==> config.mk <==
export PLATFORM = sky130hd
export DESIGN_NAME = set_store
export DESIGN_NICKNAME = d
export VERILOG_FILES = /design/src/source/set_store.sv
export VERILOG_INCLUDE_DIRS = /design/src /design/src/source
export SDC_FILE = /design/constraint.sdc
export NUM_CORES = 1
export LEC_CHECK = 0
export ABC_AREA = 1
export BUFFER_PORTS_ARGS = -buffer_cell sky130_fd_sc_hd__buf_2
export CAP_MARGIN = 20
export CORE_MARGIN = 4
export CORE_UTILIZATION = 43
export CTS_CLUSTER_SIZE = 10
export DETAILED_ROUTE_END_ITERATION = 8
export GPL_ROUTABILITY_DRIVEN = 0
export PLACE_DENSITY = 0.7
export SETUP_SLACK_MARGIN = 0.15
export SKIP_LAST_GASP = 1
export SYNTH_ARGS = -nofsm -noshare
export SYNTH_HDL_FRONTEND = slang
export SYNTH_SLANG_ARGS = --single-unit
==> constraint.sdc <==
create_clock -name CLK -period 1.1 [get_ports CLK]
set_clock_uncertainty 0.1 [all_clocks]
set_input_delay 0.275 -clock CLK [delete_from_list [all_inputs] [get_ports CLK]]
set_output_delay 0.275 -clock CLK [all_outputs]
set_load 0.02 [all_outputs]
==> src/source/l2_cache_macros.svh <==
////////////////////////////////////////////////////////////
// l2 cache geometry macros for ways, sets, line size and field widths
////////////////////////////////////////////////////////////
`ifndef L2_CACHE_MACROS_SVH
`define L2_CACHE_MACROS_SVH

// data path
`define L2_WORD_W       32  // bits per word and per address

// organisation
`define L2_ASSOC        4   // ways per set
`define L2_SETS         4   // sets in the cache
`define L2_BLOCK_WORDS  4   // words per line

// index widths
`define L2_WAY_BITS     2   // log2 of assoc
`define L2_SET_BITS     2   // log2 of sets
`define L2_BLOCK_BITS   2   // log2 of block words

// what is left of the address after set, word and byte
`define L2_TAG_BITS     (`L2_WORD_W - `L2_SET_BITS - `L2_BLOCK_BITS - 2)

`endif

==> src/source/set_store.sv <==
////////////////////////////////////////////////////////////
// set store with one register entry per set and async read
////////////////////////////////////////////////////////////
`timescale 1ns/1ps
`default_nettype none
`include "l2_cache_macros.svh"

module set_store #(
    parameter type    entry_t     = logic [7:0],
    parameter int     n_entries   = `L2_SETS,
    parameter entry_t reset_entry = '0            // image loaded into every set
) (
    input  wire logic                    CLK,
    input  wire logic                    nRST,
    input  wire logic [`L2_SET_BITS-1:0] rd_index,
    output entry_t                       rd_entry,
    input  wire logic                    wr_en,
    input  wire logic [`L2_SET_BITS-1:0] wr_index,
    input  wire entry_t                  wr_entry
);

    entry_t entries [n_entries];    // one row per set

    ////////////////////////////////////////////////////////////
    // storage
    ////////////////////////////////////////////////////////////
    always_ff @(posedge CLK, negedge nRST) begin
        if (!nRST) begin
            for (int i = 0; i < n_entries; i++) begin
                entries[i] <= reset_entry;      // known image per set
            end
        end else if (wr_en) begin
            entries[wr_index] <= wr_entry;      // single writer port
        end
    end

    assign rd_entry = entries[rd_index];        // same-cycle read

endmodule

`default_nettype wire

* After elaboration in Yosys (flattened, before gate mapping)
Index checks and enable logic that the tools add are counted.
Storage, ports and cells: register bits after elaboration 32, output and inout port bits 8
Operators by class: magnitude comparators 3, mux-type cells 6, bitwise gates (word level) 2, reductions and logical operators 1
Operators by type and width (number):
- $bwmux 32 | 1
- $mux 8 | 3
- $bmux 8 s2 | 1
- $demux 8 s2 | 1
- $ge 3x3->1 const B | 2
- $not 2->3 | 2
- $lt 3x1->1 const B | 1
- $logic_and 1x1->1 | 1

* Logic depth before layout (Yosys ltp)
Gate-level depths: netlist of run 1.
depth in word-level cells 6, gate-level depth with buffers 6

* Least setup slack after synthesis of run 1
OpenSTA, ideal clock, no wires.
path type in2out, start point in rd_index[0], end point out rd_entry[0] in the netlist's numbering, data arrival time 0.887 ns, required time 0.725 ns, setup slack -0.162 ns, cell stages on the path 6, buffers on the path 2, path through buf_4 -> inv_2 -> buf_4 -> nand2_1 -> nand3_1 -> nand2_1
RTL lines:
- start, declared | RTL line set_store.sv:15 | input wire logic [`L2_SET_BITS-1:0] rd_index,
- end, declared | RTL line set_store.sv:16 | output entry_t rd_entry,

==> impl_metrics.tcl, run 1 <==
set metrics [dict create \
    crit_path_max_incr_delay_ps 380 \
    setup_viol 8 \
    cts.sinks 32 \
    clkPwrFrac 0.333 \
    min_from "wr_entry[3]" \
    crit_fanout 2 \
    initial_utilization 0.4464 \
    cpMaxStageDelayCell "dfrtp_1" \
    cts_buffers 5 \
    place_ws_ps -364.9 \
    worst-setup-path-type "flop to output pin" \
    max_freq_mhz 686.4 \
    yosysTopAreaCell "dfrtp_1" \
    dp_hpwl_um 3235 \
    worstSetupStartpointType "flop" \
    antenna_cells 0 \
    area_delta_synth_final_pct 40.29 \
    detail-route-antenna-nets 0 \
    cp-startpoint "entries[20]" \
    wire_per_inst_um 13.05 \
    status "complete, but fails checks" \
    htree_levels 2 \
    grt_pass1_wl_um 7769 \
    top_register "entries" \
    cts_tree "done" \
    ys_seq_elements 32 \
    drcViolationCount 0 \
    die_area_um2 5247 \
    row_count 23 \
    wl_um 4516 \
    rsz0062_at_grt "true" \
    endpoint_kind "output pin" \
    first_global_vias 1700 \
    finish.utilization 0.6262 \
    die_w_um 72.44 \
    power.switching_mw 1.091 \
    power-per-cell-area_nw_per_um2 1501 \
    holdWs_ps 155.0 \
    via_per_inst 4.760 \
    synth_top_area_frac 0.4485 \
    grt_max_degree 21 \
    clk_pin_slew_ps 70 \
    cp.arrival_ps 1080 \
    nNetsFinal 310 \
    max-cap-violations 0 \
    crit_required_ps 720 \
    hold_path.class "input pin to flop" \
    final_cell_mix "85 x nand2_1, 40 x inv_1, 36 x buf_4" \
    seq_area_frac_synth 0.4485 \
    power_leakage_nw 1.414 \
    io_buffers 22 \
    combPwrFrac 0.279 \
    synth.cell_area_um2 1785 \
    drv_slew 0 \
    ys_top_cells_by_area "dfrtp_1 45%, nand2_1 20%, inv_1 8.6%, nand3_1 6.7%, nand4_1 5.6%" \
    drt_iter0_drc 55 \
    hold_violations 0 \
    gr-total-overflow 0 \
    violations "negative setup slack" \
    largest_reg_flops 32 \
    final_layout_size_suffix_gt1_frac 0.3615 \
    crit_chain "inv_1 > nand2_1 > nand3_1 > nand2_2 > buf_6" \
    fp.coreArea_um2 4000 \
    period_needed_ps 1457 \
    syn_avg_cell_area_um2 7.598 \
    antenna_found_initial 0 \
    clk_latency_ps 290 \
    die_h_um 72.44 \
    dr.pass1.iters 4 \
    synth_cells 235 \
    io_pins 23 \
    via_count 1647 \
    worst_slack_ps -356.9 \
    tightest_slew_ps 273.3 \
    peakVddDrop_uv 752.9 \
    p_total_mw 3.760 \
    fin_tns_setup_ps -2648 \
    r2r-start "entries[14]" \
    reg_top3 "entries x32" \
    synth_nets 250 \
    synthDistinctLibCells 13 \
    clockBufferDepth 2 \
    cts_root_buffer "clkbuf_8" \
    seqPwrFrac 0.388 \
    grtUsageTotal 0.1941 \
    p_int_mw 2.669 \
    synth_warnings 0 \
    fin_crit_sh 1.324 \
    swShare 0.2902 \
    layout_commonest_cell "nand2_1" \
    slew_headroom 0.8178 \
]
## through the flow
| step | std cells | instance area (um^2) |
|---|---|---|
| after detailed placement | 326 | 2186 |
| after global routing | 346 | 2505 |
| after CTS | 340 | 2437 |
| after global placement | 326 | 2186 |
| final | 346 | 2505 |
| after floorplan | 235 | 1857 |
## final timing paths
check,endpoint,slack (ps),cells past startpoint
worst max register to register,entries[14],160,4
min in group asynchronous,entries[5],280,2
worst max-delay path,rd_entry[4],-360,5
worst min register to register,entries[24],370,2
worst min-delay path,entries[3],160,3
max in group asynchronous,entries[8],220,3
## cells in the mapped netlist
cell,count
nand2_1,96
inv_1,41
dfrtp_1,32
nand3_1,24
nand4_1,16
o21ai_2,8
buf_4,4
buf_6,4
inv_2,3
nand3_4,3
buf_2,2
nand2_4,1
nor2_8,1
## layout make-up
type                            instances  area [um^2]
Fill cell                             356         1495
Tap cell                               50        62.56
Sequential cell                        32        800.8
Clock inverter                          1        30.03
Multi-Input combinational cell        149        807.0
Timing Repair Buffer                   63        535.5
Clock buffer                            7        96.34
Inverter                               44        172.7
## layer usage
metal,part of all wire,global-route usage,up-vias
met2,0.49,0.3478,31
met1,0.45,0.2318,765
li1,-,-,845
met3,0.049,0.04848,6
met4,0.012,0.04918,0
met5,0,0,-
## worst max-delay path, delay by kind of cell (launching register included)
family                 cells  cell delay, ps
flip-flops                 1             380
buffers and inverters      2             180
AND/OR/NAND/NOR            3             230
## power groups by stage
stage                     Sequential, mW  Combinational (mW)  Clock, mW
after global placement              1.47               0.846          0
after floorplan                     1.46               0.542          0
after detailed placement            1.48               0.860          0
final                               1.46                1.05       1.25
after CTS                           1.46               0.988       1.27
after global routing                1.48                1.17       1.33
## logic make-up (layout without fill, tap and decap cells)
group	count (synthesis)	after routing	share of synthesized area
AND/OR/NAND/NOR	141	141	0.3721
buffers and inverters	54	115	0.1402
AO/OA/AOI/OAI	8	8	0.03924
flip-flops	32	32	0.4485
## what timing repair did
action,4_1_cts,5_1_grt
resized for setup,22,5
hold buffers,1,0
endpoints found under the setup margin,8,9
hold endpoints to repair,8,0
setup buffers,5,6
pin swaps,15,6
No activity file was read; power rests on OpenSTA's default activity.
==> run 2, diff against run 1 <==
- GPL_TIMING_DRIVEN: unset -> 0
- SLEW_MARGIN: unset -> 20
==> run 2 against run 1 <==
  * The run ends with negative hold slack, negative setup slack left
  * Non-clock buffer count down 17
  * Critical path depth unchanged
  * Worst hold slack got worse by 210 ps
  * Routed wire length shrank 2.9%
  * Final area is 5.3% lower
  * Combinational power fell by 7%
  * Largest cell class unchanged
  * Largest power group unchanged
  * Highest routed layer unchanged
==> impl_metrics.tcl, run 2 (same netlist as run 1, synthesis figures left out) <==
set metrics [dict create \
    cts.sinks 32 \
    final_cell_mix "85 x nand2_1, 40 x inv_1, 32 x dfrtp_1" \
    violations "negative hold slack, negative setup slack" \
    initial_utilization 0.4464 \
    crit_required_ps 720 \
    hold_path.class "input pin to asynchronous set/reset pin" \
    grt_use_met3 0.05402 \
    drt_iter0_drc 107 \
    crit_fanout 9 \
    met1_usage 0.2467 \
    htree_levels 2 \
    multi_input_area_um2 842.1 \
    antenna_cells 0 \
    die_w_um 72.44 \
    area_delta_synth_final_pct 32.80 \
    via_count 1606 \
    antenna_found_initial 0 \
    nNetsFinal 293 \
    max_freq_mhz 701.6 \
    power_leakage_nw 1.325 \
    grt_busiest_layer "met2" \
    grt_pass1_wl_um 7369 \
    cts_root_buffer "clkbuf_8" \
    worst_slack_ps -325.4 \
    rsz0062_at_grt "true" \
    reg_top3 "entries x32" \
    max-cap-violations 0 \
    fin_area_um2 2371 \
    cp.arrival_ps 1050 \
    io_pins 23 \
    holdWs_ps -58.20 \
    row_count 23 \
    use_met2 0.2882 \
    gr-total-overflow 0 \
    via_per_inst 4.896 \
    die_h_um 72.44 \
    top_register "entries" \
    largest_reg_flops 32 \
    endpoint_kind "output pin" \
    grtUsageTotal 0.1866 \
    setup_viol 8 \
    dr.pass1.iters 4 \
    fin_crit_sh 1.296 \
    period_needed_ps 1425 \
    power-per-cell-area_nw_per_um2 1436 \
    place_area_um2 2014 \
    drv_slew 0 \
    wire_per_inst_um 13.37 \
    worst-setup-path-type "input pin to output pin" \
    dp_hpwl_um 2871 \
    drcViolationCount 0 \
    status "complete, but fails checks" \
    die_area_um2 5247 \
    layout_commonest_cell "nand2_1" \
    tightest_slew_ps 707.8 \
    clk_latency_ps 280 \
    first_global_vias 1586 \
    fill_cells 368 \
    p_total_mw 3.404 \
    cts_tree "done" \
    seqCellArea_um2 800.8 \
    final_layout_size_suffix_gt1_frac 0.3489 \
    fp.coreArea_um2 4000 \
    worstSetupStartpointType "input pin" \
    clockBufferDepth 2 \
    peakVddDrop_uv 939.3 \
    slew_headroom 0.5281 \
    fin_tns_setup_ps -2482 \
    detail-route-antenna-nets 0 \
    cts_buffers 5 \
    wl_um 4384 \
    io_buffers 19 \
    clk_pin_slew_ps 60 \
    grt_max_degree 33 \
    hold_violations 32 \
]
run 2: changes by cell type in the layout (fill, tap and decap cells not counted):
cell / delta
buf_4: -17
bufinv_16: -1
nand3_2: +7
dlygate4sd3_1: -1
nand3_1: -7
buf_8: +2
buf_2: -1
buf_6: +3
buf_12: -3
run 2: metal layers:
layer	vias up	routed length [um]
met2	42	2155
met5	-	0
met1	751	1865
met4	0	75
met3	6	287
li1	807	-
run 2: stage by stage:
step                      worst slack, ps  utilization  hold slack (ps)  instances
after floorplan                    -44.33            -           -120.6        235
after global placement             -240.7       0.5036            271.3        304
after detailed placement           -240.7       0.5036            271.8        304
after CTS                          -344.8       0.5518           -42.51        317
after global routing               -381.5       0.5927           -10.96        328
final                              -325.4       0.5927           -58.20        328
run 2: critical path, stage by stage:
cell and delay, ps:
buf_2 260, inv_2 190, nand3_2 120, nand2_2 70
buf_6 130
run 2: layout make-up:
type                    instances  share of cell area
plain buffers                  10             0.05224
clock buffers                   7             0.04063
inverters                      44             0.07282
multi-input cells             149              0.3551
flip-flops and latches         32              0.3377
well taps                      50             0.02639
repair buffers                 36              0.1150
run 2: repair_timing:
item,4_1_cts,5_1_grt
hold endpoints to repair,32,16
buffers inserted,6,11
pin swaps,6,4
resized for setup,14,19
endpoints found under the setup margin,8,16
run 2: power by group:
part / internal (mW) / switching [mW]
clock: 0.556 / 0.412
sequential: 1.36 / 0.0947
combinational: 0.449 / 0.527
total: 2.37 / 1.03
run 2: worst paths after layout:
| kind | start | to | slack, ps | depth (start not counted) |
|---|---|---|---|---|
| setup / recovery | rd_index[1] | rd_entry[2] | -330 | 5 |
| hold / removal | nRST | entries[5] | -60 | 1 |
| setup reg to reg | entries[3] | entries[3] | 150 | 4 |
| hold reg to reg | entries[23] | entries[23] | 370 | 2 |
| max in group asynchronous | nRST | entries[28] | 500 | 1 |
| min in group CLK | wr_entry[0] | entries[0] | 170 | 3 |
==> run 3, diff against run 2 <==
==> constraint.sdc (replaced) <==
create_clock -name CLK -period 1.1 [get_ports CLK]
set_clock_uncertainty 0.1 [all_clocks]
set_input_delay 0.275 -clock CLK [delete_from_list [all_inputs] [get_ports CLK]]
set_output_delay 0.275 -clock CLK [all_outputs]
set_load 0.005 [all_outputs]
==> run 3 against run 2 <==
  * The flow still finishes with violations (negative hold slack, negative setup slack)
  * Register-to-register slack about the same
  * Die area unchanged
  * Maximum frequency down 0.26%
  * Critical path depth unchanged
  * Sequential share of layout area up 1.8 points
  * Via count up 0.12%
==> impl_metrics.tcl, run 3 (same netlist as run 1, synthesis figures left out) <==
set metrics [dict create \
    cts.sinks 32 \
    antenna_cells 0 \
    hold_path.class "input pin to asynchronous set/reset pin" \
    fill_cells 403 \
    cts_root_buffer "clkbuf_8" \
    grt_max_degree 33 \
    grt_pass1_wl_um 7638 \
    detail-route-antenna-nets 0 \
    place_ws_ps -212.3 \
    via_per_inst 4.873 \
    fp.coreArea_um2 4000 \
    dr.pass1.iters 4 \
    status "complete, but fails checks" \
    die_h_um 72.44 \
    fin_crit_sh 1.299 \
    slew_headroom 0.5122 \
    wire_per_inst_um 13.51 \
    peakVddDrop_uv 731.7 \
    first_global_vias 1605 \
    initial_utilization 0.4464 \
    wl_um 4459 \
    die_area_um2 5247 \
    max-cap-violations 0 \
    io_buffers 19 \
    reg_top3 "entries x32" \
    period_needed_ps 1429 \
    fin_tns_setup_ps -2436 \
    die_w_um 72.44 \
    clockBufferDepth 2 \
    p_total_mw 3.420 \
    top_register "entries" \
    worst_slack_ps -329.1 \
    area_delta_synth_final_pct 26.00 \
    power-per-cell-area_nw_per_um2 1520 \
    rsz0062_at_grt "true" \
    grtUsageTotal 0.1946 \
    crit_fanout 2 \
    layout_commonest_cell "nand2_1" \
    io_pins 23 \
    multi_input_area_um2 752.0 \
    gr-total-overflow 0 \
    row_count 23 \
    cp.arrival_ps 1050 \
    worstSetupStartpointType "flop" \
    holdWs_ps -59.08 \
    hold_violations 32 \
    dp_hpwl_um 2948 \
    drv_slew 0 \
    clk_pin_slew_ps 70 \
    antenna_found_initial 0 \
    cts_tree "done" \
    worst-setup-path-type "flop to output pin" \
    nNetsFinal 294 \
    setup_viol 8 \
    via_count 1608 \
    violations "negative hold slack, negative setup slack" \
    drt_iter0_drc 130 \
    power_leakage_nw 1.294 \
    tightest_slew_ps 731.7 \
    largest_reg_flops 32 \
    cts_buffers 5 \
    seqCellArea_um2 800.8 \
    final_cell_mix "93 x nand2_1, 39 x inv_1, 32 x dfrtp_1" \
    clk_latency_ps 290 \
    max_freq_mhz 699.7 \
    crit_required_ps 720 \
    drcViolationCount 0 \
    endpoint_kind "output pin" \
    final_layout_size_suffix_gt1_frac 0.2786 \
    htree_levels 2 \
]
-- run 3: changes by cell type in the layout (fill, tap and decap cells not counted), moves of 2 or more --
cell and delta:
nand3_1 +14, nand3_2 -14, buf_2 +8, nand2_1 +8, buf_6 -7, clkbuf_8 -2
nand2_2 -8
-- run 3: metal layers --
metal | wire (um) | vias to the layer above | global-route usage | share of wire
li1 | - | 813 | - | -
met1 | 1953 | 738 | 0.2463 | 0.44
met2 | 2172 | 49 | 0.3165 | 0.49
met3 | 255 | 8 | 0.05125 | 0.057
met4 | 78 | 0 | 0.07787 | 0.017
met5 | 0 | - | 0 | 0
-- run 3: stage by stage --
stage	cell area [um^2]	hold WS, ps	std cells	utilization
2_1_floorplan	1833	-120.6	235	-
3_3_place_gp	1991	274.2	304	0.4977
3_5_place_dp	1991	275.6	304	0.4977
4_1_cts	2187	-46.31	322	0.5468
5_1_grt	2250	-23.71	330	0.5624
6_report	2250	-59.08	330	0.5624
-- run 3: final cells by class --
class | count | share of cell area
plain buffers | 10 | 0.05339
clock buffers | 5 | 0.03059
clock inverters | 3 | 0.01891
inverters | 44 | 0.07675
multi-input cells | 149 | 0.3343
flip-flops and latches | 32 | 0.3560
well taps | 50 | 0.02781
repair buffers | 37 | 0.1023
-- run 3: worst paths after layout --
kind,end,depth (start not counted),slack [ps],from
worst max register to register,entries[5],4,150,entries[5]
worst min-delay path,entries[5],1,-60,nRST
max in group asynchronous,entries[1],1,490,nRST
worst min register to register,entries[16],2,370,entries[16]
worst max-delay path,rd_entry[4],5,-330,entries[12]
min in group CLK,entries[4],3,160,wr_entry[4]
-- run 3: worst max-delay path, cell delays in order, from the launching register on --
cell and delay, ps:
dfrtp_1 390, inv_1 60, nand2_1 40, nand3_1 90, nand2_1 60, buf_2 120
-- run 3: power breakdown --
group	total [mW]	leakage (nW)	internal, mW	switching (mW)
combinational	0.817	0.841	0.382	0.435
clock	1.14	0.0541	0.670	0.471
sequential	1.46	0.399	1.36	0.0995
-- run 3: repair_timing --
item | 4_1_cts | 5_1_grt
cloned | 0 | 0
setup endpoints to repair | 8 | 12
setup buffers | 10 | 8
endpoints found under the hold margin | 32 | 32
pin swaps | 10 | 2
gates resized for setup | 2 | 2
