File: src/source/l2_cache_macros.svh
////////////////////////////////////////////////////////////
// l2 cache geometry macros for ways, sets, line size and field widths
////////////////////////////////////////////////////////////
`ifndef L2_CACHE_MACROS_SVH
`define L2_CACHE_MACROS_SVH

// data path
`define L2_WORD_W       32  // bits per word and per address

// organisation
`define L2_ASSOC        4   // ways per set
`define L2_SETS         4   // sets in the cache
`define L2_BLOCK_WORDS  4   // words per line

// index widths
`define L2_WAY_BITS     2   // log2 of assoc
`define L2_SET_BITS     2   // log2 of sets
`define L2_BLOCK_BITS   2   // log2 of block words

// what is left of the address after set, word and byte
`define L2_TAG_BITS     (`L2_WORD_W - `L2_SET_BITS - `L2_BLOCK_BITS - 2)

`endif

File: src/source/l2_cache_pkg.sv
////////////////////////////////////////////////////////////
// shared l2 cache types for address split, frames, lru and buses
////////////////////////////////////////////////////////////
`default_nettype none
`include "l2_cache_macros.svh"

package l2_cache_pkg;

    typedef logic [`L2_WORD_W-1:0]   word_t;     // data word or byte addr
    typedef logic [`L2_WAY_BITS-1:0] way_idx_t;  // way number

    typedef struct packed {
        logic [`L2_TAG_BITS-1:0]   tag;
        logic [`L2_SET_BITS-1:0]   set_idx;
        logic [`L2_BLOCK_BITS-1:0] block;       // word inside the line
        logic [1:0]                byte_off;
    } decoded_addr_t;

    typedef struct packed {
        logic                            valid;
        logic                            dirty;
        logic [`L2_TAG_BITS-1:0]         tag;
        word_t [`L2_BLOCK_WORDS-1:0]     data;
    } cache_frame_t;

    typedef struct packed {
        cache_frame_t [`L2_ASSOC-1:0] frames;   // all ways of one set
    } cache_row_t;

    // least recent first
    typedef struct packed {
        way_idx_t victim;
        way_idx_t next_victim;
        way_idx_t older;
        way_idx_t newest;
    } lru_order_t;

    typedef struct packed {
        word_t addr;
        logic  ren;
        logic  wen;
        word_t wdata;
    } proc_req_t;

    typedef struct packed {
        word_t rdata;
        logic  busy;
    } proc_rsp_t;

    typedef struct packed {
        word_t addr;
        logic  ren;
        logic  wen;
        word_t wdata;
    } mem_req_t;

    typedef struct packed {
        word_t rdata;
        logic  busy;
    } mem_rsp_t;

    typedef struct packed {
        logic       en;
        cache_row_t row;
    } row_write_t;

    typedef struct packed {
        logic       en;
        lru_order_t order;
    } lru_write_t;

endpackage

`default_nettype wire

File: src/source/hit_access.sv
////////////////////////////////////////////////////////////
// hit stage doing tag match, word select, write merge and lru order
////////////////////////////////////////////////////////////
`timescale 1ns/1ps
`default_nettype none
`include "l2_cache_macros.svh"

module hit_access (
    input  wire l2_cache_pkg::proc_req_t  req,
    input  wire l2_cache_pkg::cache_row_t row,
    input  wire l2_cache_pkg::lru_order_t order,
    output l2_cache_pkg::word_t           rdata,
    output logic                          hit,
    output logic                          miss,
    output l2_cache_pkg::way_idx_t        victim,
    output l2_cache_pkg::row_write_t      row_wr,
    output l2_cache_pkg::lru_write_t      lru_wr
);

    import l2_cache_pkg::*;

    decoded_addr_t             req_addr;
    logic                      req_valid;
    logic [`L2_ASSOC-1:0]      way_match;
    way_idx_t                  hit_way;
    way_idx_t [`L2_ASSOC-1:0]  list_in;     // [0] is the victim end
    way_idx_t [`L2_ASSOC-1:0]  list_out;
    logic                      shift;

    assign req_addr  = req.addr;
    assign req_valid = req.ren | req.wen;

    ////////////////////////////////////////////////////////////
    // tag compare
    ////////////////////////////////////////////////////////////
    always_comb begin
        way_match = '0;
        hit_way   = '0;
        for (int i = 0; i < `L2_ASSOC; i++) begin
            if (row.frames[i].valid && row.frames[i].tag == req_addr.tag) begin
                way_match[i] = 1'b1;
                hit_way      = way_idx_t'(i);  // tags are unique within a set
            end
        end
    end

    assign hit    = req_valid && (|way_match);
    assign miss   = req_valid && !(|way_match);
    assign victim = order.victim;           // lru end of the list

    assign rdata = row.frames[hit_way].data[req_addr.block];

    ////////////////////////////////////////////////////////////
    // write-hit merge
    ////////////////////////////////////////////////////////////
    always_comb begin
        row_wr.en  = hit && req.wen;
        row_wr.row = row;
        row_wr.row.frames[hit_way].data[req_addr.block] = req.wdata;
        row_wr.row.frames[hit_way].dirty                = 1'b1;
    end

    ////////////////////////////////////////////////////////////
    // lru update
    ////////////////////////////////////////////////////////////
    assign list_in = {order.newest, order.older, order.next_victim, order.victim};

    // hit way moves to newest and the ones behind it slide down one
    always_comb begin
        list_out = list_in;
        shift    = 1'b0;
        for (int k = 0; k < `L2_ASSOC - 1; k++) begin
            if (list_in[k] == hit_way) begin
                shift = 1'b1;               // found the accessed way
            end
            if (shift) begin
                list_out[k] = list_in[k+1];
            end
        end
        list_out[`L2_ASSOC-1] = hit_way;
    end

    always_comb begin
        lru_wr.en                = hit;     // only a completing access reorders
        lru_wr.order.victim      = list_out[0];
        lru_wr.order.next_victim = list_out[1];
        lru_wr.order.older       = list_out[2];
        lru_wr.order.newest      = list_out[3];
    end

endmodule

`default_nettype wire

File: config.mk
export PLATFORM = sky130hd
export DESIGN_NAME = hit_access
export DESIGN_NICKNAME = d
export VERILOG_FILES = /design/src/source/l2_cache_pkg.sv /design/src/source/hit_access.sv
export VERILOG_INCLUDE_DIRS = /design/src /design/src/source
export SDC_FILE = /design/constraint.sdc
export NUM_CORES = 1
export LEC_CHECK = 0
export ABC_AREA = 1
export BUFFER_PORTS_ARGS = -buffer_cell sky130_fd_sc_hd__buf_2
export CAP_MARGIN = 0
export CORE_AREA = 2 2 528 530
export DETAILED_ROUTE_END_ITERATION = 10
export DIE_AREA = 0 0 530 532
export GPL_ROUTABILITY_DRIVEN = 1
export GPL_TIMING_DRIVEN = 0
export MAX_ROUTING_LAYER = met4
export SYNTH_ARGS = -nofsm -noshare
export SYNTH_HDL_FRONTEND = slang
export SYNTH_SLANG_ARGS = --single-unit
File: constraint.sdc
create_clock -name vclk -period 3.56
set_input_delay 0.356 -clock vclk [all_inputs]
set_output_delay 0.356 -clock vclk [all_outputs]
set_load 0.01 [all_outputs]
# [Word level (Yosys, flattened, before mapping)]
# Cells that the tools add are included.
[totals] inputBits=698 word_cells=48 out_inout_bits=670 register_bits=0
[classes] mux=25 reduce_logical=11 bitwise_logic=1 magnitude_cmp=4 n_eq_ne=7
[op_table] operator="$bwmux W624" count=2
[op_table] operator="$demux W156 S2" count=2
[op_table] operator="$bmux W156 S2" count=1
[op_table] operator="$mux W128" count=2
[op_table] operator="$mux W155" count=1
[op_table] operator="$eq A26 B26 Y1" count=4
[op_table] operator="$bmux W32 S2" count=1
[op_table] operator="$demux W32 S2" count=1
[op_table] operator="$mux W32" count=2
[op_table] operator="$mux W2" count=5
[op_table] operator="$logic_and A1 B1 Y1" count=9
[op_table] operator="$mux W1" count=8
[op_table] operator="$eq A2 B2 Y1" count=3
[op_table] operator="$lt A2 B3 Y1 const B" count=2
[op_table] operator="$ge A2 B1 Y1 const B" count=2
[op_table] operator="$reduce_or A4 Y1" count=1
[op_table] operator="$logic_not A1 Y1" count=1
[op_table] operator="$or A1 B1 Y1" count=1

# [Longest topological paths before layout]
# Gate-level depths: netlist of run 1.
[logic_depth] word_depth=11 mapped_depth=19 ltp_nobuf=17

# [Worst setup path after synthesis of run 1]
# OpenSTA, ideal clock, no wires.
[synth_timing] path_type="input port to output port" startpoint="input req[54] in the netlist's numbering" endpoint="output row_wr[86] in the netlist's numbering" path_slack_ns=1.231 cell_stages=14 arrival_ns=1.973 t_required_ns=3.204 path_buffers=3 path_cell_list="buf_2 > nand2_1 > and2_1 > nand2_1 > nor2_1 > nand2_1 > nor2_1 > nand2_2 > nand2_4 > nor2_4 > buf_6 > nand2_2 > buf_2 > o21ai_0"
[synth_lines] item="start, declared" line_no="hit_access.sv:9" text="input wire l2_cache_pkg::proc_req_t req,"
[synth_lines] item="end, declared" line_no="hit_access.sv:16" text="output l2_cache_pkg::row_write_t row_wr,"

==> results.txt, run 1 <==
After synthesis, the largest family of logic cells by area is simple AND/OR/NAND/NOR gates. Summed over all nets, the half-perimeter wirelength after detailed placement is 336.5 mm. The detailed-route wire length is 377.6 mm.

At the end of the flow, the number of nets in the layout was 5545. The worst setup path is captured at an output port. The sequential cell count of the final layout is 0. The max-slew headroom at the worst pin came out at 7.024%. VDD sags by at most 56.42 uV.

The final cycle utilization of the critical path came out at 100.0%. During synthesis, Yosys emitted a total of 0 warnings. In this run the count of I/O pins placed on the die edge is 1368. The power density over the cells came out at 131.7 nW/um2. The post-synthesis adder-cell area fraction came out at 0%. The post-detailed-route count of antenna-violating nets is 0. The largest incremental delay on the critical path is 290 ps. Walking the worst path, the cells encountered are buf_2 -> inv_2 -> nand2_1 -> and2_1 -> nand2_1 -> nor2_1 -> nand3_2 -> nor2_4 -> nor2_4 -> inv_2 -> nor2_4 -> buf_12 -> nand2_8 -> buf_12 -> buf_6 -> nand2_1 -> o21ai_2 -> clkbuf_4. The area fraction in compound gates after synthesis is 18.28%.

The flow ran to the end, but the final reports show violations. The post-cts hold buffer count is 0. The share of cells above drive strength 1 came out at 41.47%.

The pre-antenna-repair detailed-routing pass consisted of 5 iterations. The number of instances in the synthesized netlist is 3400. The floorplan die area came out at 282000 um2. The average instance in the mapped netlist occupies 4.390 um2.

The last weighted congestion value of the routability-driven placer is 1.068. The leakage component of the power came out at 16.29 nW. The routed wirelength normalized by instance count came out at 43.17 um. The worst setup slack before clock tree synthesis is -2018 ps.

The worst hold path belongs to the class in -> out. The count of port buffers added during placement came out at 1358. The slew of the pin with the lowest slew margin came out at 1395 ps. The data arrival time of the critical path is 3200 ps. The top cell family by delay on the critical path is simple AND/OR/NAND/NOR gates.

Across the whole layout, storage elements account for 0 um2. Adding up every negative setup slack in the final design gives -0.06217 ps. The via count of the first global-routing pass is 30610. Setup repair after global routing could not meet its margin everywhere.

The largest fanout of any net on the critical path is 10. The worst setup path is launched from a primary input. Setup violations remaining at the end of the flow were counted as 1. The net count of the mapped netlist came out at 4098.

The final number of max-transition violations is 0. The first global-routing pass estimated 442.2 mm of wire. The mux share of post-synthesis cell area came out at 0%. Summing the areas of all and, or, nand and nor instances in the mapped netlist gives 58.17% of the synthesized area. The number of clock buffers in the layout is 0.

The number of buffers and inverters on the critical path is 7. The vias after detailed routing is 32530. In this run, the number of DRC markers left after iteration 0 of detailed routing was 2965. The synthesized design spends more area on one cell type than any other, namely sky130_fd_sc_hd__nand2_1. The area overhead of the layout relative to synthesis is 102.1%. Using the TritonRoute via totals, the vias-per-cell ratio works out to 3.719. The width of the die is 530 um.

The initial antenna violation count came out at 361. The placeable core region is 275800 um2. The worst setup slack after layout came out at -0.06217 ps. The aggregate global-route resource usage came out at 26.26%. The effective utilization at floorplan came out at 5.412%.

The cell area that synthesis handed to floorplanning was 14920 um2. Counting I/O delays and the setup requirement, the final critical path takes 3560 ps. After synthesis, the largest area contributor takes up 34.81% of total cell area. Sorting the synthesized cells by area gives the leading types as sky130_fd_sc_hd__nand2_1 (35%), sky130_fd_sc_hd__o21ai_0 (14%), sky130_fd_sc_hd__nand3_1 (11%). The achievable frequency is 0.2809 GHz. The final global-route overflow total came out at 0. The maximum number of pins on one net before global-route repair is 13. The number of remaining DRC errors is 0. The chip height is 532 um. Data on the critical path is required at its endpoint by 3200 ps. The final count of hold timing violations is 0. The launching instance or port of the critical path is req[40].

The worst hold path begins at order[0]. The post-synthesis xor/xnor area fraction is 1.174%. The count of cell types in the netlist came out at 36. Among all stages on the critical path, the largest delay is contributed by sky130_fd_sc_hd__nor2_4. The tool flagged a number of max-cap violations equal to 0. The final reports fail on negative setup slack. The worst setup path is of the in -> out kind. The floorplan row count came out at 193. The sequential cell area fraction in the yosys report is 0%.
logic make-up (layout without fill, tap and decap cells):
kind of cell,Yosys count,in the layout
AND/OR/NAND/NOR,2115,2120
AO/OA/AOI/OAI,540,540
XOR/XNOR,20,20
buffers and inverters,725,2165
other,0,196
final timing paths:
kind | endpoint | slack [ps] | cells past startpoint
max | row_wr[271] | -0.06 | 18
min | lru_wr[2] | 1000 | 4
stage by stage:
step                      total power, mW  area [um2]  hold WS (ps)  instances  utilization [%]
after global placement              3.767       26360          1001       8463            9.557
after global routing                4.116       30100          1033       8721            10.92
after detailed placement            3.757       26660         999.5       8475            9.668
final                               3.971       30160          1002       8746            10.94
after CTS                           3.904       29070          1002       8537            10.54
after floorplan                     1.151       14920         803.8       3400                -
report_power, final:
group	switching (mW)	leakage, nW	internal [mW]	total (mW)
sequential	0	0	0	0
clock	0	0.00125	0.00000657	0.00000657
combinational	2.86	16.3	1.11	3.97
total	2.86	16.3	1.11	3.97
cell type report:
class                      instances  area (um2)
timing repair buffer            1446        8203
inverter                         365        1390
fill                           33380      245600
antenna                          196       490.5
buffer                           354        2666
multi-input combinational       2680       12780
tap                             3705        4636
cell usage in the layout (no fill, tap or decap), drive strengths merged, types with 2 or more instances in the layout:
master,n
nor3,133
nand3b,2
or2,5
nand2,1403
and2,2
diode,196
nand3,341
xor2,2
clkinvlp,2
inv,361
nand4,14
clkbuf,157
clkinv,2
o22ai,4
o21ai,529
nor2,219
buf,1642
xnor2,18
Yosys cell counts, types with 5 or more instances:
cell / count
sky130_fd_sc_hd__nand3_1: 340
sky130_fd_sc_hd__nand2_2: 13
sky130_fd_sc_hd__o21ai_1: 113
sky130_fd_sc_hd__buf_6: 11
sky130_fd_sc_hd__clkbuf_1: 135
sky130_fd_sc_hd__or2_2: 5
sky130_fd_sc_hd__nor3_1: 132
sky130_fd_sc_hd__inv_2: 26
sky130_fd_sc_hd__nand4_1: 14
sky130_fd_sc_hd__buf_1: 12
sky130_fd_sc_hd__buf_4: 113
sky130_fd_sc_hd__o21ai_0: 416
sky130_fd_sc_hd__buf_2: 87
sky130_fd_sc_hd__inv_1: 337
sky130_fd_sc_hd__xnor2_1: 18
sky130_fd_sc_hd__nand2_1: 1384
sky130_fd_sc_hd__nor2_1: 213
repair_timing:
item,4_1_cts,5_1_grt
buffers inserted,57,17
setup endpoints to repair,557,200
pin swaps,38,40
cloned,7,0
resized for setup,542,153
metal layers:
layer  up-vias  wire (um)  track usage, %
li1      13820          -               -
met1     15650     144300           29.18
met5         -          0               -
met4         0      18560           8.995
met3       599      47670           11.83
met2      2466     167000           41.34
No activity file was read; power rests on OpenSTA's default activity.
==> inputs of run 2 (changes only) <==
- CORE_AREA: 2 2 528 530 -> 2 2 529 531
- DIE_AREA: 0 0 530 532 -> 0 0 531 533
==> run 2 against run 1 <==
The flow still finishes with violations (negative setup slack). Routed wire length hardly changed. Core utilization is 0.19 points lower. Sequential share of layout area stayed put. Final cell count is 0.13% higher. Global-route usage hardly changed. Hold slack better by 20 ps. Die area is 0.38% higher. Highest routed layer unchanged.
==> results.txt, run 2 (synthesis results as in run 1) <==
The count of port buffers added during placement came to 1358 (unchanged). The worst setup slack before clock tree synthesis came out at -2275 ps (-256.8 ps). The maximum vdd drop is 55.24 uV (-2.1%). The launching instance or port of the critical path is req[55].

The worst setup path is captured at an output port. The worst hold path terminates at lru_wr[2]. The worst setup slack after layout is -39.89 ps (-39.83 ps). The maximum number of pins on one net before global-route repair came out at 13 (unchanged).

The sequential cell area in the final layout is 0 um2 (unchanged). The flow ran to the end, but the final reports show violations. The total half-perimeter wirelength after legalization and detailed placement is 337.5 mm (+0.31%). The leakage component of the power is 16.09 nW (-1.2%). The path class of the tightest hold or removal check is in -> out. The final count of hold timing violations was 0 (unchanged).

The final cell count without fillers is 8757 (+0.13%). The post-detailed-route via-to-cell ratio is 3.722 (about the same). The aggregate global-route resource usage came out at 26.23% (-0.038 points). The routed wirelength normalized by instance count is 43.13 um (about the same). The chip height came to 533 um (+0.19%). The data arrival time of the critical path was 3240 ps (+40 ps). The post-cts hold buffer count was 0 (unchanged).

In the layout the commonest cells are sky130_fd_sc_hd__buf_2 (1344), sky130_fd_sc_hd__nand2_1 (1320), sky130_fd_sc_hd__inv_1 (328), sky130_fd_sc_hd__nand3_1 (327), sky130_fd_sc_hd__o21ai_0 (326). The sequential cell count of the final layout was 0 (unchanged). The max-slew headroom at the worst pin came out at 3.948% (-3.1 points). The post-layout minimum cycle time is 3600 ps (+39.83 ps). The slew of the pin with the lowest slew margin came out at 1441 ps (+46.14 ps).

Leaving out fill and tap cells, the most frequent cell in the layout is sky130_fd_sc_hd__buf_2. The cell total after placement is 8493 (+0.21%). The core occupancy in the finished layout is 10.75% (-0.19 points).

The area overhead of the layout relative to synthesis came out at 100.1%. The via count of the first global-routing pass is 30150 (-1.5%). The final reports fail on negative setup slack. The number of nets in the final layout was 5518 (-0.49%). The critical path is of the in -> out type. The floorplan row count is 194 (+0.52%). The top-level I/O count came out at 1368 (unchanged). The worst setup path is launched from a primary input. The final cycle utilization of the critical path is 101.1% (+1.1 points). The last weighted congestion value of the routability-driven placer came out at 1.080 (+1.2%).

The final number of max-transition violations came out at 0 (unchanged). The data required time at the worst endpoint was 3200 ps (about the same). In this run the most critical hold path is launched from order[0]. The violation count after the first detailed-route iteration came to 3437 (+16%). The minimum hold slack came out at 1021 ps (+19.66 ps). The achievable frequency came out at 0.2778 GHz (-1.1%). The detailed-route wire length is 377.7 mm (about the same). The number of clock buffers in the layout is 0 (unchanged).

Setup repair after global routing could not meet its margin everywhere. The effective utilization at floorplan came out at 5.370% (-0.042 points). The final global-route overflow total was 0 (unchanged). The width of the die came out at 531 um (+0.19%). The number of remaining DRC errors is 0 (unchanged). The global-route wire length before repair is 440.9 mm (-0.29%). The count of endpoints failing setup in the final report is 1 (unchanged). The placeable core region was 277900 um2 (+0.78%). The max-capacitance violation count is 0 (unchanged).

The share of cells above drive strength 1 is 40.93% (-0.54 points). The worst hold path stage count came out at 4 (unchanged). The post-detailed-route count of antenna-violating nets came to 0 (unchanged). The largest fanout of any net on the critical path is 10 (unchanged). The vias after detailed routing is 32590 (+0.21%). The first-pass iteration count of the detailed router is 6 (+1). The power density over the cells came to 131.8 nW/um2 (+0.14%). The floorplan die area was 283000 um2 (+0.38%). The initial antenna violation count is 343 (-5.0%).
-- run 2: changes by cell type in the layout (fill, tap and decap cells not counted), moves of 12 or more --
cell,change
sky130_fd_sc_hd__diode_2,+19
sky130_fd_sc_hd__nand2_1,+19
sky130_fd_sc_hd__nor3_1,-12
sky130_fd_sc_hd__nand2_2,-13
sky130_fd_sc_hd__buf_12,-15
-- run 2: stage by stage --
step,area (um2),setup TNS [ps],power (mW)
floorplan,14920,0,1.151
global placement,26380,-803810,3.765
detailed placement,26670,-634680,3.753
CTS,28860,-73.75,3.889
global route,29750,-107.1,4.083
finish,29860,-39.89,3.937
-- run 2: worst max-delay path, stage by stage --
cell	delay (ps)
sky130_fd_sc_hd__buf_2	200
sky130_fd_sc_hd__inv_4	90
sky130_fd_sc_hd__nand2_2	100
sky130_fd_sc_hd__nand2_2	80
sky130_fd_sc_hd__nor2_1	150
sky130_fd_sc_hd__nand2_1	70
sky130_fd_sc_hd__nor2_1	110
sky130_fd_sc_hd__nand2_2	120
sky130_fd_sc_hd__nor2_4	140
sky130_fd_sc_hd__buf_12	170
sky130_fd_sc_hd__nand2_1	70
sky130_fd_sc_hd__buf_4	240
sky130_fd_sc_hd__clkbuf_1	350
sky130_fd_sc_hd__o21ai_1	620
sky130_fd_sc_hd__buf_2	330
-- run 2: how the worst max path moves through the flow --
stage,end,slack (ps),depth (start not counted)
after global placement,rdata[4],-2560,19
after CTS,rdata[4],-60,19
after detailed placement,row_wr[43],-2280,15
final,row_wr[509],-40,15
after floorplan,row_wr[86],1230,14
after global routing,rdata[4],-70,19
-- run 2: power by group --
group | switching, mW | internal, mW | total [mW]
combinational | 2.85 | 1.09 | 3.94
sequential | 0 | 0 | 0
clock | 0 | 0.00000620 | 0.00000621
total | 2.85 | 1.09 | 3.94
-- run 2: timing repair --
action	4_1_cts	5_1_grt
resized for setup	541	146
pin swaps	18	19
endpoints found under the setup margin	557	282
setup buffers	42	8
cloned	4	0
-- run 2: layer usage --
metal	vias up	global-route usage (%)	share of wire (%)	wire [um]
met2	2457	41.29	45	169300
met3	508	10.78	11	43110
met4	0	7.439	3.7	13980
li1	13790	-	-	-
met5	-	-	0	0
met1	15840	30.35	40	151300
-- run 2: final cells by class --
type / instances / area [um2]
repair buffers: 1422 / 7944
fillers: 33460 / 248100
multi-input cells: 2676 / 12690
well taps: 3724 / 4659
diodes: 215 / 538.0
inverters: 365 / 1403
plain buffers: 355 / 2626
